===== src/smArithPkg.sv =====
`default_nettype none

package smArithPkg;

	// host opcodes
	typedef enum logic [1:0] {
		ADD = 2'd0,
		SUB = 2'd1,
		MUL = 2'd2,
		NEG = 2'd3
	} smOp_t;

	// bit 15 sign, bits 14..0 magnitude
	typedef struct packed {
		logic sign;
		logic [14:0] mag;
	} smWord_t;

	typedef struct packed {
		smOp_t op;
		smWord_t a;
		smWord_t b;
	} smCmd_t;

	// operands already sign-adjusted for the add path
	typedef struct packed {
		logic useMul;
		smWord_t x;
		smWord_t y;
	} smExec_t;

	typedef struct packed {
		smWord_t res;
	} smRsp_t;

	localparam smWord_t smZero = '0;

endpackage

`default_nettype wire


===== src/adder15.sv =====
`timescale 1ns/100ps
`default_nettype none

module adder15 (
	input logic [14:0] in1,
	input logic [14:0] in2,
	input logic sub,
	output logic [14:0] sum,
	output logic cOut
);

	logic [14:0] in2Eff;
	logic [15:0] carry;

	// ones' complement plus carry-in gives in1 - in2
	assign in2Eff = in2 ^ {15{sub}};
	assign carry[0] = sub;

	for (genvar i = 0; i < 15; i++) begin : gRipple
		assign sum[i] = in1[i] ^ in2Eff[i] ^ carry[i];
		assign carry[i + 1] = (in1[i] & in2Eff[i]) | (carry[i] & (in1[i] ^ in2Eff[i]));
	end

	// on subtract, set means no borrow
	assign cOut = carry[15];

endmodule

`default_nettype wire


===== src/smMultiply.sv =====
`timescale 1ns/100ps
`default_nettype none

module smMultiply import smArithPkg::*; (
	input logic clk,
	input logic nRST,
	input smWord_t a,
	input smWord_t b,
	input logic start,
	output smWord_t out,
	output logic finish
);

	typedef enum logic [2:0] {
		IDLE,
		SET,
		CHECKADD,
		ADD,
		FIN
	} mulState_t;

	mulState_t state, nextState;
	logic nextFinish;
	smWord_t nextOut;

	// captured magnitudes and product sign
	logic [14:0] n1, nextN1;
	logic [14:0] n2, nextN2;
	logic diffSign, nextDiffSign;

	// accumulator
	logic [14:0] adderOut;
	logic [14:0] adderSave, nextAdderSave;
	logic [14:0] adderIn, nextAdderIn;

	// iteration counter
	logic [14:0] countOut;
	logic [14:0] countSave, nextCountSave;
	logic [14:0] countIn, nextCountIn;

	// counter has reached n2
	logic stopCount;

	always_ff @(posedge clk, negedge nRST) begin
		if (!nRST) begin
			state <= IDLE;
			finish <= 1'b0;
		end else begin
			state <= nextState;
			finish <= nextFinish;
		end
	end

	always_ff @(posedge clk) begin
		n1 <= nextN1;
		n2 <= nextN2;
		diffSign <= nextDiffSign;
		countSave <= nextCountSave;
		countIn <= nextCountIn;
		adderSave <= nextAdderSave;
		adderIn <= nextAdderIn;
		out <= nextOut;
	end

	always_comb begin
		nextState = state;
		case (state)
			IDLE: begin
				if (start) begin
					nextState = SET;
				end
			end
			SET: begin
				// zero multiplier skips the loop
				if (b.mag == 15'd0) begin
					nextState = FIN;
				end else begin
					nextState = CHECKADD;
				end
			end
			CHECKADD: begin
				if (stopCount) begin
					nextState = FIN;
				end else begin
					nextState = ADD;
				end
			end
			ADD: begin
				nextState = CHECKADD;
			end
			FIN: begin
				if (!start) begin
					nextState = IDLE;
				end
			end
			default: begin
				nextState = IDLE;
			end
		endcase
	end

	adder15 accAdd (
		.in1(n1),
		.in2(adderIn),
		.sub(1'b0),
		.sum(adderOut),
		.cOut()
	);

	adder15 cntAdd (
		.in1(countIn),
		.in2(15'd1),
		.sub(1'b0),
		.sum(countOut),
		.cOut()
	);

	// countOut - n2 without borrow means countOut >= n2
	adder15 cntCmp (
		.in1(countOut),
		.in2(n2),
		.sub(1'b1),
		.sum(),
		.cOut(stopCount)
	);

	always_comb begin
		nextFinish = 1'b0;
		nextOut = out;
		nextN1 = n1;
		nextN2 = n2;
		nextDiffSign = diffSign;
		nextCountSave = countSave;
		nextCountIn = countIn;
		nextAdderSave = adderSave;
		nextAdderIn = adderIn;

		case (state)
			SET: begin
				nextN1 = a.mag;
				nextN2 = b.mag;
				nextDiffSign = a.sign ^ b.sign;
				nextCountSave = 15'd0;
				nextCountIn = 15'd0;
				nextAdderSave = 15'd0;
				nextAdderIn = 15'd0;
			end
			CHECKADD: begin
				nextCountSave = countOut;
				nextAdderSave = adderOut;
			end
			ADD: begin
				nextCountIn = countSave;
				nextAdderIn = adderSave;
			end
			FIN: begin
				// hold result until start falls
				if (start) begin
					nextOut.sign = diffSign;
					nextOut.mag = adderSave;
					nextFinish = 1'b1;
				end
			end
			default: begin
				nextFinish = 1'b0;
			end
		endcase
	end

endmodule

`default_nettype wire


===== src/smAddSub.sv =====
`timescale 1ns/100ps
`default_nettype none

module smAddSub import smArithPkg::*; (
	input smWord_t x,
	input smWord_t y,
	output smWord_t res
);

	logic xGe;
	logic diffSign;
	logic bigSign;
	logic [14:0] bigMag;
	logic [14:0] smallMag;
	logic [14:0] magOut;

	// x.mag - y.mag, carry out set when x.mag >= y.mag
	adder15 magCmp (
		.in1(x.mag),
		.in2(y.mag),
		.sub(1'b1),
		.sum(),
		.cOut(xGe)
	);

	assign diffSign = x.sign ^ y.sign;

	// order operands so a subtract never goes negative
	assign bigMag = xGe ? x.mag : y.mag;
	assign smallMag = xGe ? y.mag : x.mag;
	assign bigSign = xGe ? x.sign : y.sign;

	adder15 magAdd (
		.in1(bigMag),
		.in2(smallMag),
		.sub(diffSign),
		.sum(magOut),
		.cOut()
	);

	// zero magnitude always comes out as +0
	assign res.mag = magOut;
	assign res.sign = bigSign & (magOut != 15'd0);

endmodule

`default_nettype wire


===== src/smDecode.sv =====
`timescale 1ns/100ps
`default_nettype none

module smDecode import smArithPkg::*; (
	input logic clk,
	input logic nRST,
	input logic req,
	input smCmd_t cmd,
	output logic go,
	output smExec_t exec
);

	logic accept;
	smExec_t nextExec;

	// idle while go is low
	assign accept = req & ~go;

	always_comb begin
		case (cmd.op)
			ADD: begin
				nextExec.useMul = 1'b0;
				nextExec.x = cmd.a;
				nextExec.y = cmd.b;
			end
			SUB: begin
				nextExec.useMul = 1'b0;
				nextExec.x = cmd.a;
				nextExec.y.sign = ~cmd.b.sign;
				nextExec.y.mag = cmd.b.mag;
			end
			NEG: begin
				// -a computed as (-a) + (+0)
				nextExec.useMul = 1'b0;
				nextExec.x.sign = ~cmd.a.sign;
				nextExec.x.mag = cmd.a.mag;
				nextExec.y = smZero;
			end
			default: begin
				nextExec.useMul = 1'b1;
				nextExec.x = cmd.a;
				nextExec.y = cmd.b;
			end
		endcase
	end

	always_ff @(posedge clk, negedge nRST) begin
		if (!nRST) begin
			go <= 1'b0;
		end else if (accept) begin
			go <= 1'b1;
		end else if (go && !req) begin
			go <= 1'b0;
		end
	end

	always_ff @(posedge clk) begin
		if (accept) begin
			exec <= nextExec;
		end
	end

endmodule

`default_nettype wire


===== src/smExecute.sv =====
`timescale 1ns/100ps
`default_nettype none

module smExecute import smArithPkg::*; (
	input logic clk,
	input logic nRST,
	input logic go,
	input smExec_t exec,
	output logic done,
	output smWord_t res
);

	logic mulStart;
	logic mulFinish;
	smWord_t mulOut;
	smWord_t addOut;
	smWord_t addRes;
	logic addDone;

	// multiplier runs only for MUL commands
	assign mulStart = go & exec.useMul;

	smMultiply mul (
		.clk(clk),
		.nRST(nRST),
		.a(exec.x),
		.b(exec.y),
		.start(mulStart),
		.out(mulOut),
		.finish(mulFinish)
	);

	smAddSub addSub (
		.x(exec.x),
		.y(exec.y),
		.res(addOut)
	);

	// one-cycle add path
	always_ff @(posedge clk, negedge nRST) begin
		if (!nRST) begin
			addDone <= 1'b0;
		end else begin
			addDone <= go & ~exec.useMul;
		end
	end

	always_ff @(posedge clk) begin
		if (go && !exec.useMul && !addDone) begin
			addRes <= addOut;
		end
	end

	// only one path is ever active, so the done flags can be ORed
	assign done = mulFinish | addDone;
	assign res = exec.useMul ? mulOut : addRes;

endmodule

`default_nettype wire


===== src/smResult.sv =====
`timescale 1ns/100ps
`default_nettype none

module smResult import smArithPkg::*; (
	input logic clk,
	input logic nRST,
	input logic done,
	input smWord_t res,
	output logic ack,
	output smRsp_t rsp
);

	logic doneRise;

	// ack still low means this is the first cycle of done
	assign doneRise = done & ~ack;

	always_ff @(posedge clk, negedge nRST) begin
		if (!nRST) begin
			ack <= 1'b0;
		end else begin
			ack <= done;
		end
	end

	// rsp stays put for the whole ack phase
	always_ff @(posedge clk, negedge nRST) begin
		if (!nRST) begin
			rsp <= '0;
		end else if (doneRise) begin
			rsp.res <= res;
		end
	end

endmodule

`default_nettype wire


===== src/smArithTop.sv =====
`timescale 1ns/100ps
`default_nettype none

module smArithTop import smArithPkg::*; (
	input logic clk,
	input logic nRST,
	input logic req,
	input smCmd_t cmd,
	output logic ack,
	output smRsp_t rsp
);

	logic go;
	smExec_t exec;
	logic done;
	smWord_t res;

	smDecode decode (
		.clk(clk),
		.nRST(nRST),
		.req(req),
		.cmd(cmd),
		.go(go),
		.exec(exec)
	);

	smExecute execute (
		.clk(clk),
		.nRST(nRST),
		.go(go),
		.exec(exec),
		.done(done),
		.res(res)
	);

	smResult result (
		.clk(clk),
		.nRST(nRST),
		.done(done),
		.res(res),
		.ack(ack),
		.rsp(rsp)
	);

endmodule

`default_nettype wire


===== config.mk =====
export PLATFORM = sky130hd
export DESIGN_NAME = smArithTop
export DESIGN_NICKNAME = d
export VERILOG_FILES = /design/src/smArithPkg.sv /design/src/adder15.sv /design/src/smMultiply.sv /design/src/smAddSub.sv /design/src/smDecode.sv /design/src/smExecute.sv /design/src/smResult.sv /design/src/smArithTop.sv
export SDC_FILE = /design/constraint.sdc
export NUM_CORES = 1
export LEC_CHECK = 0
export BUFFER_PORTS_ARGS = -buffer_cell sky130_fd_sc_hd__buf_4
export CORE_ASPECT_RATIO = 0.5
export CORE_MARGIN = 2
export CORE_UTILIZATION = 45
export DETAILED_ROUTE_END_ITERATION = 12
export PLACE_DENSITY = 0.64
export SETUP_SLACK_MARGIN = 0.3
export SYNTH_ARGS = -nofsm -noshare
export SYNTH_HDL_FRONTEND = slang
export SYNTH_HIERARCHICAL = 1
export SYNTH_SLANG_ARGS = --single-unit

===== constraint.sdc =====
create_clock -name clk -period 16.6 [get_ports clk]
set_input_delay 1.66 -clock clk [delete_from_list [all_inputs] [get_ports clk]]
set_output_delay 1.66 -clock clk [all_outputs]
set_load 0.005 [all_outputs]

Word level (Yosys, flattened, before mapping) --
Index checks and enable logic that the tools add are counted. W data, S select, Z words.
Word-level totals: input port bits 37, flip-flop bits (word level) 179, output and inout bits 17, word-level logic and storage cells 366
Operators by class: reduce and logical (&&, ||, !) cells 15, mux-type cells 18, equal/unequal tests 8, bitwise gates (word level) 302
Operators by type and width (number):
- $and A1 B1 Y1 | 131
- $pmux W15 S2 | 4
- $xor A1 B1 Y1 | 104
- $pmux W33 S3 | 1
- $or A1 B1 Y1 | 58
- $mux W15 | 2
- $not A15 Y15 | 2
- $mux W16 | 1
- $logic_not A15 Y1 | 1
- $pmux W3 S5 | 1
- $reduce_bool A15 Y1 | 1
- $xor A15 B15 Y15 | 1
- $mux W3 | 4
- $eq A3 B2 Y1 const B | 2
- $not A1 Y1 | 6
- $reduce_bool A2 Y1 | 3
- $mux W1 | 5
- $ne A2 B2 Y1 const B | 2
- $reduce_and A2 Y1 | 2
- $eq A3 B1 Y1 const B | 1
- $eq A3 B3 Y1 const B | 1
- $logic_and A1 B1 Y1 | 3
- $logic_not A1 Y1 | 3
- $logic_not A3 Y1 | 1
- other kinds (3) | 3

Longest topological paths before layout --
depth after elaboration 65, gate-level depth with buffers 39, mapped depth without buffers 37

By module --
The synthesis kept the hierarchy.
By module, submodules not included:
- smMultiply | instances 1, seq. area each 3313.2 sq um, area an instance 3888.7 sq um, cells an instance 207
- adder15 | instances 5, seq. area each 0.0 sq um, area an instance 551.8 sq um, cells an instance 58
- smDecode | instances 1, seq. area each 1016.0 sq um, area an instance 1226.2 sq um, cells an instance 58
- smExecute | instances 1, seq. area each 505.5 sq um, area an instance 773.2 sq um, cells an instance 39
- smResult | instances 1, seq. area each 425.4 sq um, area an instance 688.2 sq um, cells an instance 36
- smAddSub | instances 1, seq. area each 0.0 sq um, area an instance 417.9 sq um, cells an instance 41

Worst setup path after synthesis --
Ideal clock, no wire load.
path type register to register, start point register, netlist name decode/exec[0], end point register execute/addRes[15] in the netlist's numbering, data pin, clock period less this slack 12.195 ns, buffers on the path 1, required time 16.331 ns, setup slack 4.405 ns, setup time 0.269 ns, stages on the path, launching flop included 39, arrival time 11.926 ns, cell sequence edfxtp_1 mux2_2 fa_1 inv_1 fa_1 fa_1 fa_1 fa_1 fa_1 fa_1 fa_1 fa_1 fa_1 fa_1 fa_1 fa_1 inv_1 fa_1 [... 3 more ...] fa_1 inv_1 fa_1 fa_1 fa_1 fa_1 fa_1 fa_1 fa_1 fa_1 fa_1 fa_1 fa_1 fa_1 inv_1 fa_1 nor4_1 a31oi_1
RTL lines:
- to (signal assigned) | line smExecute.sv:50 | addRes <= addOut;
- to (decl) | line smExecute.sv:17 | smWord_t addRes;

==> results.txt <==
The area growth from synthesis to layout is 12.2%. The logs give 0 for the post-cts gate resize count and 0.170 for the global router's overall resource usage. Summed over all cells, the static leakage comes to 4.52 nW.

For the routability congestion estimate, the log shows 0.787. The die is 108 um tall. The initial antenna violation count came out at 0. In this run the power spent charging and discharging nets is 0.623 mW. The share of power burned in combinational logic is 0.361, and the number of failing hold endpoints at the final stage is 0. The tools report the total clock sinks as 179. STA puts the critical path data required time at 16760 ps. The tools report the nature of the critical path endpoint as a flip-flop. The maximum frequency from static timing analysis was 76.4 MHz. For this run, the slowest stage of the critical path takes 450 ps. The remaining antenna violation count is 0. The tools report the cell area after layout as 10800 um2. The tools report the worst reg2reg path endpoint as execute/addRes[15]. The routed design has 17600 um of wire.

In this run the count of I/O pins placed on the die edge is 54. In this run the standard cell core region covers 20800 um2. The fraction of final layout cells sized beyond drive strength 1 was 0.252. Post-layout utilization of the core: 0.521.

Broken down by cell family, the worst path's largest delay share belongs to adder cells. For the pin with the worst max-slew slack, the measured transition is 1040 ps. In the final routed layout, each cell accounts on average for 17.7 um. The worst hold path passes through 0 cells.

The starting density of the core came out at 0.464. TritonCTS built the clock tree. The tools report the net count of the finished layout as 820. The run gives 0 as the count of pins over their slew limit. The repair_antennas step left the layout with diodes totalling 0. STA classifies the critical path startpoint as a flip-flop. The run gives 1709 as the final-layout fill cell count. The root buffer cell was clkbuf_16. Number of setup violations in the final report: 0.

The number of CTS-inserted buffers was 17. Using the TritonRoute via totals, the vias-per-cell ratio works out to 4.69. Entering global routing, the biggest net connects 67 pins.

For the maximum buffer depth of the clock tree, the log shows 2. In this run the worst setup path terminates at execute/addRes[15]. The final clock skew is 9.99 ps, and the average size of a mapped cell is 15.0 um2. The overall power is 1.82 mW, and the worst slew slack as a fraction of its limit is 0.308. The first global-routing pass estimated 28400 um of wire. The via count of the first global-routing pass came out at 5098. The run gives 0.219 as the share of power burned in the clock network. The run gives 0 as the number of max-cap violations.

The tightest min-delay check is of the flip-flop to flip-flop type. The run gives 3660 ps as the minimum setup slack after placement. Setup slack closes at 3520 ps. Total number of placement rows: 37. For the power share of the sequential group, the log shows 0.420. The die covers 22700 um2. For this run, the number of Yosys warnings is 6.

For this run the aggregate overflow at the end of global routing stands at 0. The critical path's slowest cell is edfxtp_1. Clock-pin slew was measured on the worst setup and hold paths at 70 ps.

The post-layout minimum cycle time works out to 13080 ps. In the synthesized netlist, the number of instances is 645. The mapped netlist covers 9650 um2. The tools report the number of H-tree levels as 4. Among the stages of the critical path, the cell type that occurs most often is fa_1. Buffers added to address setup during post-CTS repair amount to 0.

The setup path with the least slack is of type flip-flop to flip-flop. After clock tree synthesis, the flow added hold-fix buffers numbering 0. The width of the chip came out at 211 um.

The tools report the worst setup path startpoint as decode/exec[0]. Along the worst path, the maximum fanout reaches 31. The number of remaining DRC errors is 0, and the first-pass iteration count of the detailed router is 5.

Across all layers, the routed design uses 4680 vias. At the worst endpoint, the arrival time is 13250 ps. Total power density per cell area: 168 nW/um2.

Fraction of the cycle the final worst path needs: 0.788. The switching share of total power is 0.342. The count of buffer and inverter cells on the critical path is 5, and the worst-case vdd ir drop is 0.0000970 V.

The worst register-to-register path begins at decode/exec[0]. For flop-to-flop paths, the worst setup slack is 3520 ps. The HPWL reported at the end of detailed placement came out at 12300 um.

The run gives 0 ps as the setup TNS. Counting buffers and inverters, the worst setup path is 38 cells deep. The insertion delay to the later sink of the worst-skew pair is 430 ps.

Cell internal power was estimated by the tool at 1.20 mW. For the worst flop-to-flop path, the logic depth is 38. Setup repair after global routing left no endpoint under its margin. The run finished with clean final reports. The total placed instance area is 10200 um2. The count of buffers added on input and output ports is 53. For this block, the initial DRC count from the detailed router was 295.
## power by group through the flow
stage	Clock (mW)	Combinational [mW]	Sequential, mW
floorplan	0	0.494	0.733
CTS	0.408	0.669	0.768
detailed placement	0	0.656	0.777
global placement	0	0.642	0.773
finish	0.399	0.658	0.766
global route	0.425	0.745	0.782
## worst reg2reg max path, delay by kind of cell, from the launching register on
family,cells,cell delay [ps]
adder cells (fa/ha/maj),28,10540
multiplexers,3,920
buffers and inverters,5,620
flip-flops,1,450
AND/OR/NAND/NOR,1,210
AO/OA/AOI/OAI,1,120
## metal layers
layer | vias to the layer above | GRT usage | wire length, um
li1 | 2214 | - | -
met2 | 94 | 0.260 | 8280
met3 | 5 | 0.0391 | 944
met4 | 0 | 0.0448 | 77
met1 | 2367 | 0.246 | 8330
met5 | - | 0 | 0
## layout make-up
type / instances / area, um2 / share of cell area
clock buffer: 24 / 536 / 0.0495
clock inverter: 8 / 56.3 / 0.00520
inverter: 108 / 405 / 0.0375
multi-input combinational: 344 / 3750 / 0.347
sequential: 179 / 5260 / 0.486
tap: 273 / 342 / 0.0316
timing repair buffer: 62 / 465 / 0.0430
## cell usage in the layout, fill, tap and decap left out, types with 3 or more instances in the layout
| cell | count |
|---|---|
| mux2_4 | 17 |
| inv_1 | 108 |
| clkbuf_16 | 20 |
| inv_6 | 3 |
| and3_1 | 60 |
| mux2_1 | 6 |
| fa_1 | 70 |
| buf_4 | 62 |
| and2_2 | 7 |
| xor2_1 | 15 |
| conb_1 | 20 |
| edfxtp_1 | 156 |
| nor4_1 | 5 |
| and2_4 | 9 |
| mux2_2 | 45 |
| dfrtp_1 | 22 |
| xnor2_1 | 60 |
## through the flow
stage               instances  hold WS, ps
finish                    998          430
global route              998          432
detailed placement        966          413
CTS                       998          429
global placement          966          404
floorplan                 662          400
## flip-flops by register name, indices dropped and copies added (netlist names), 3 cells and up
| signal | flops |
|---|---|
| execute/addRes | 16 |
| decode/exec | 33 |
| execute/mul/out | 16 |
| execute/mul/state | 3 |
| execute/mul/adderSave | 15 |
| execute/mul/adderIn | 15 |
| execute/mul/countSave | 15 |
| result/rsp | 16 |
| execute/mul/n1 | 15 |
| execute/mul/n2 | 15 |
| execute/mul/countIn | 15 |
## worst min-delay path by stage
stage	startpoint	endpoint	slack, ps
after floorplan	execute/mul/diffSign	execute/mul/out[15]	400
after global placement	execute/mul/diffSign	execute/mul/out[15]	400
after detailed placement	execute/mul/diffSign	execute/mul/out[15]	410
after global routing	execute/mul/diffSign	execute/mul/out[15]	430
after CTS	execute/mul/diffSign	execute/mul/out[15]	430
final	execute/mul/diffSign	execute/mul/out[15]	430
No activity file was read; power rests on OpenSTA's default activity.
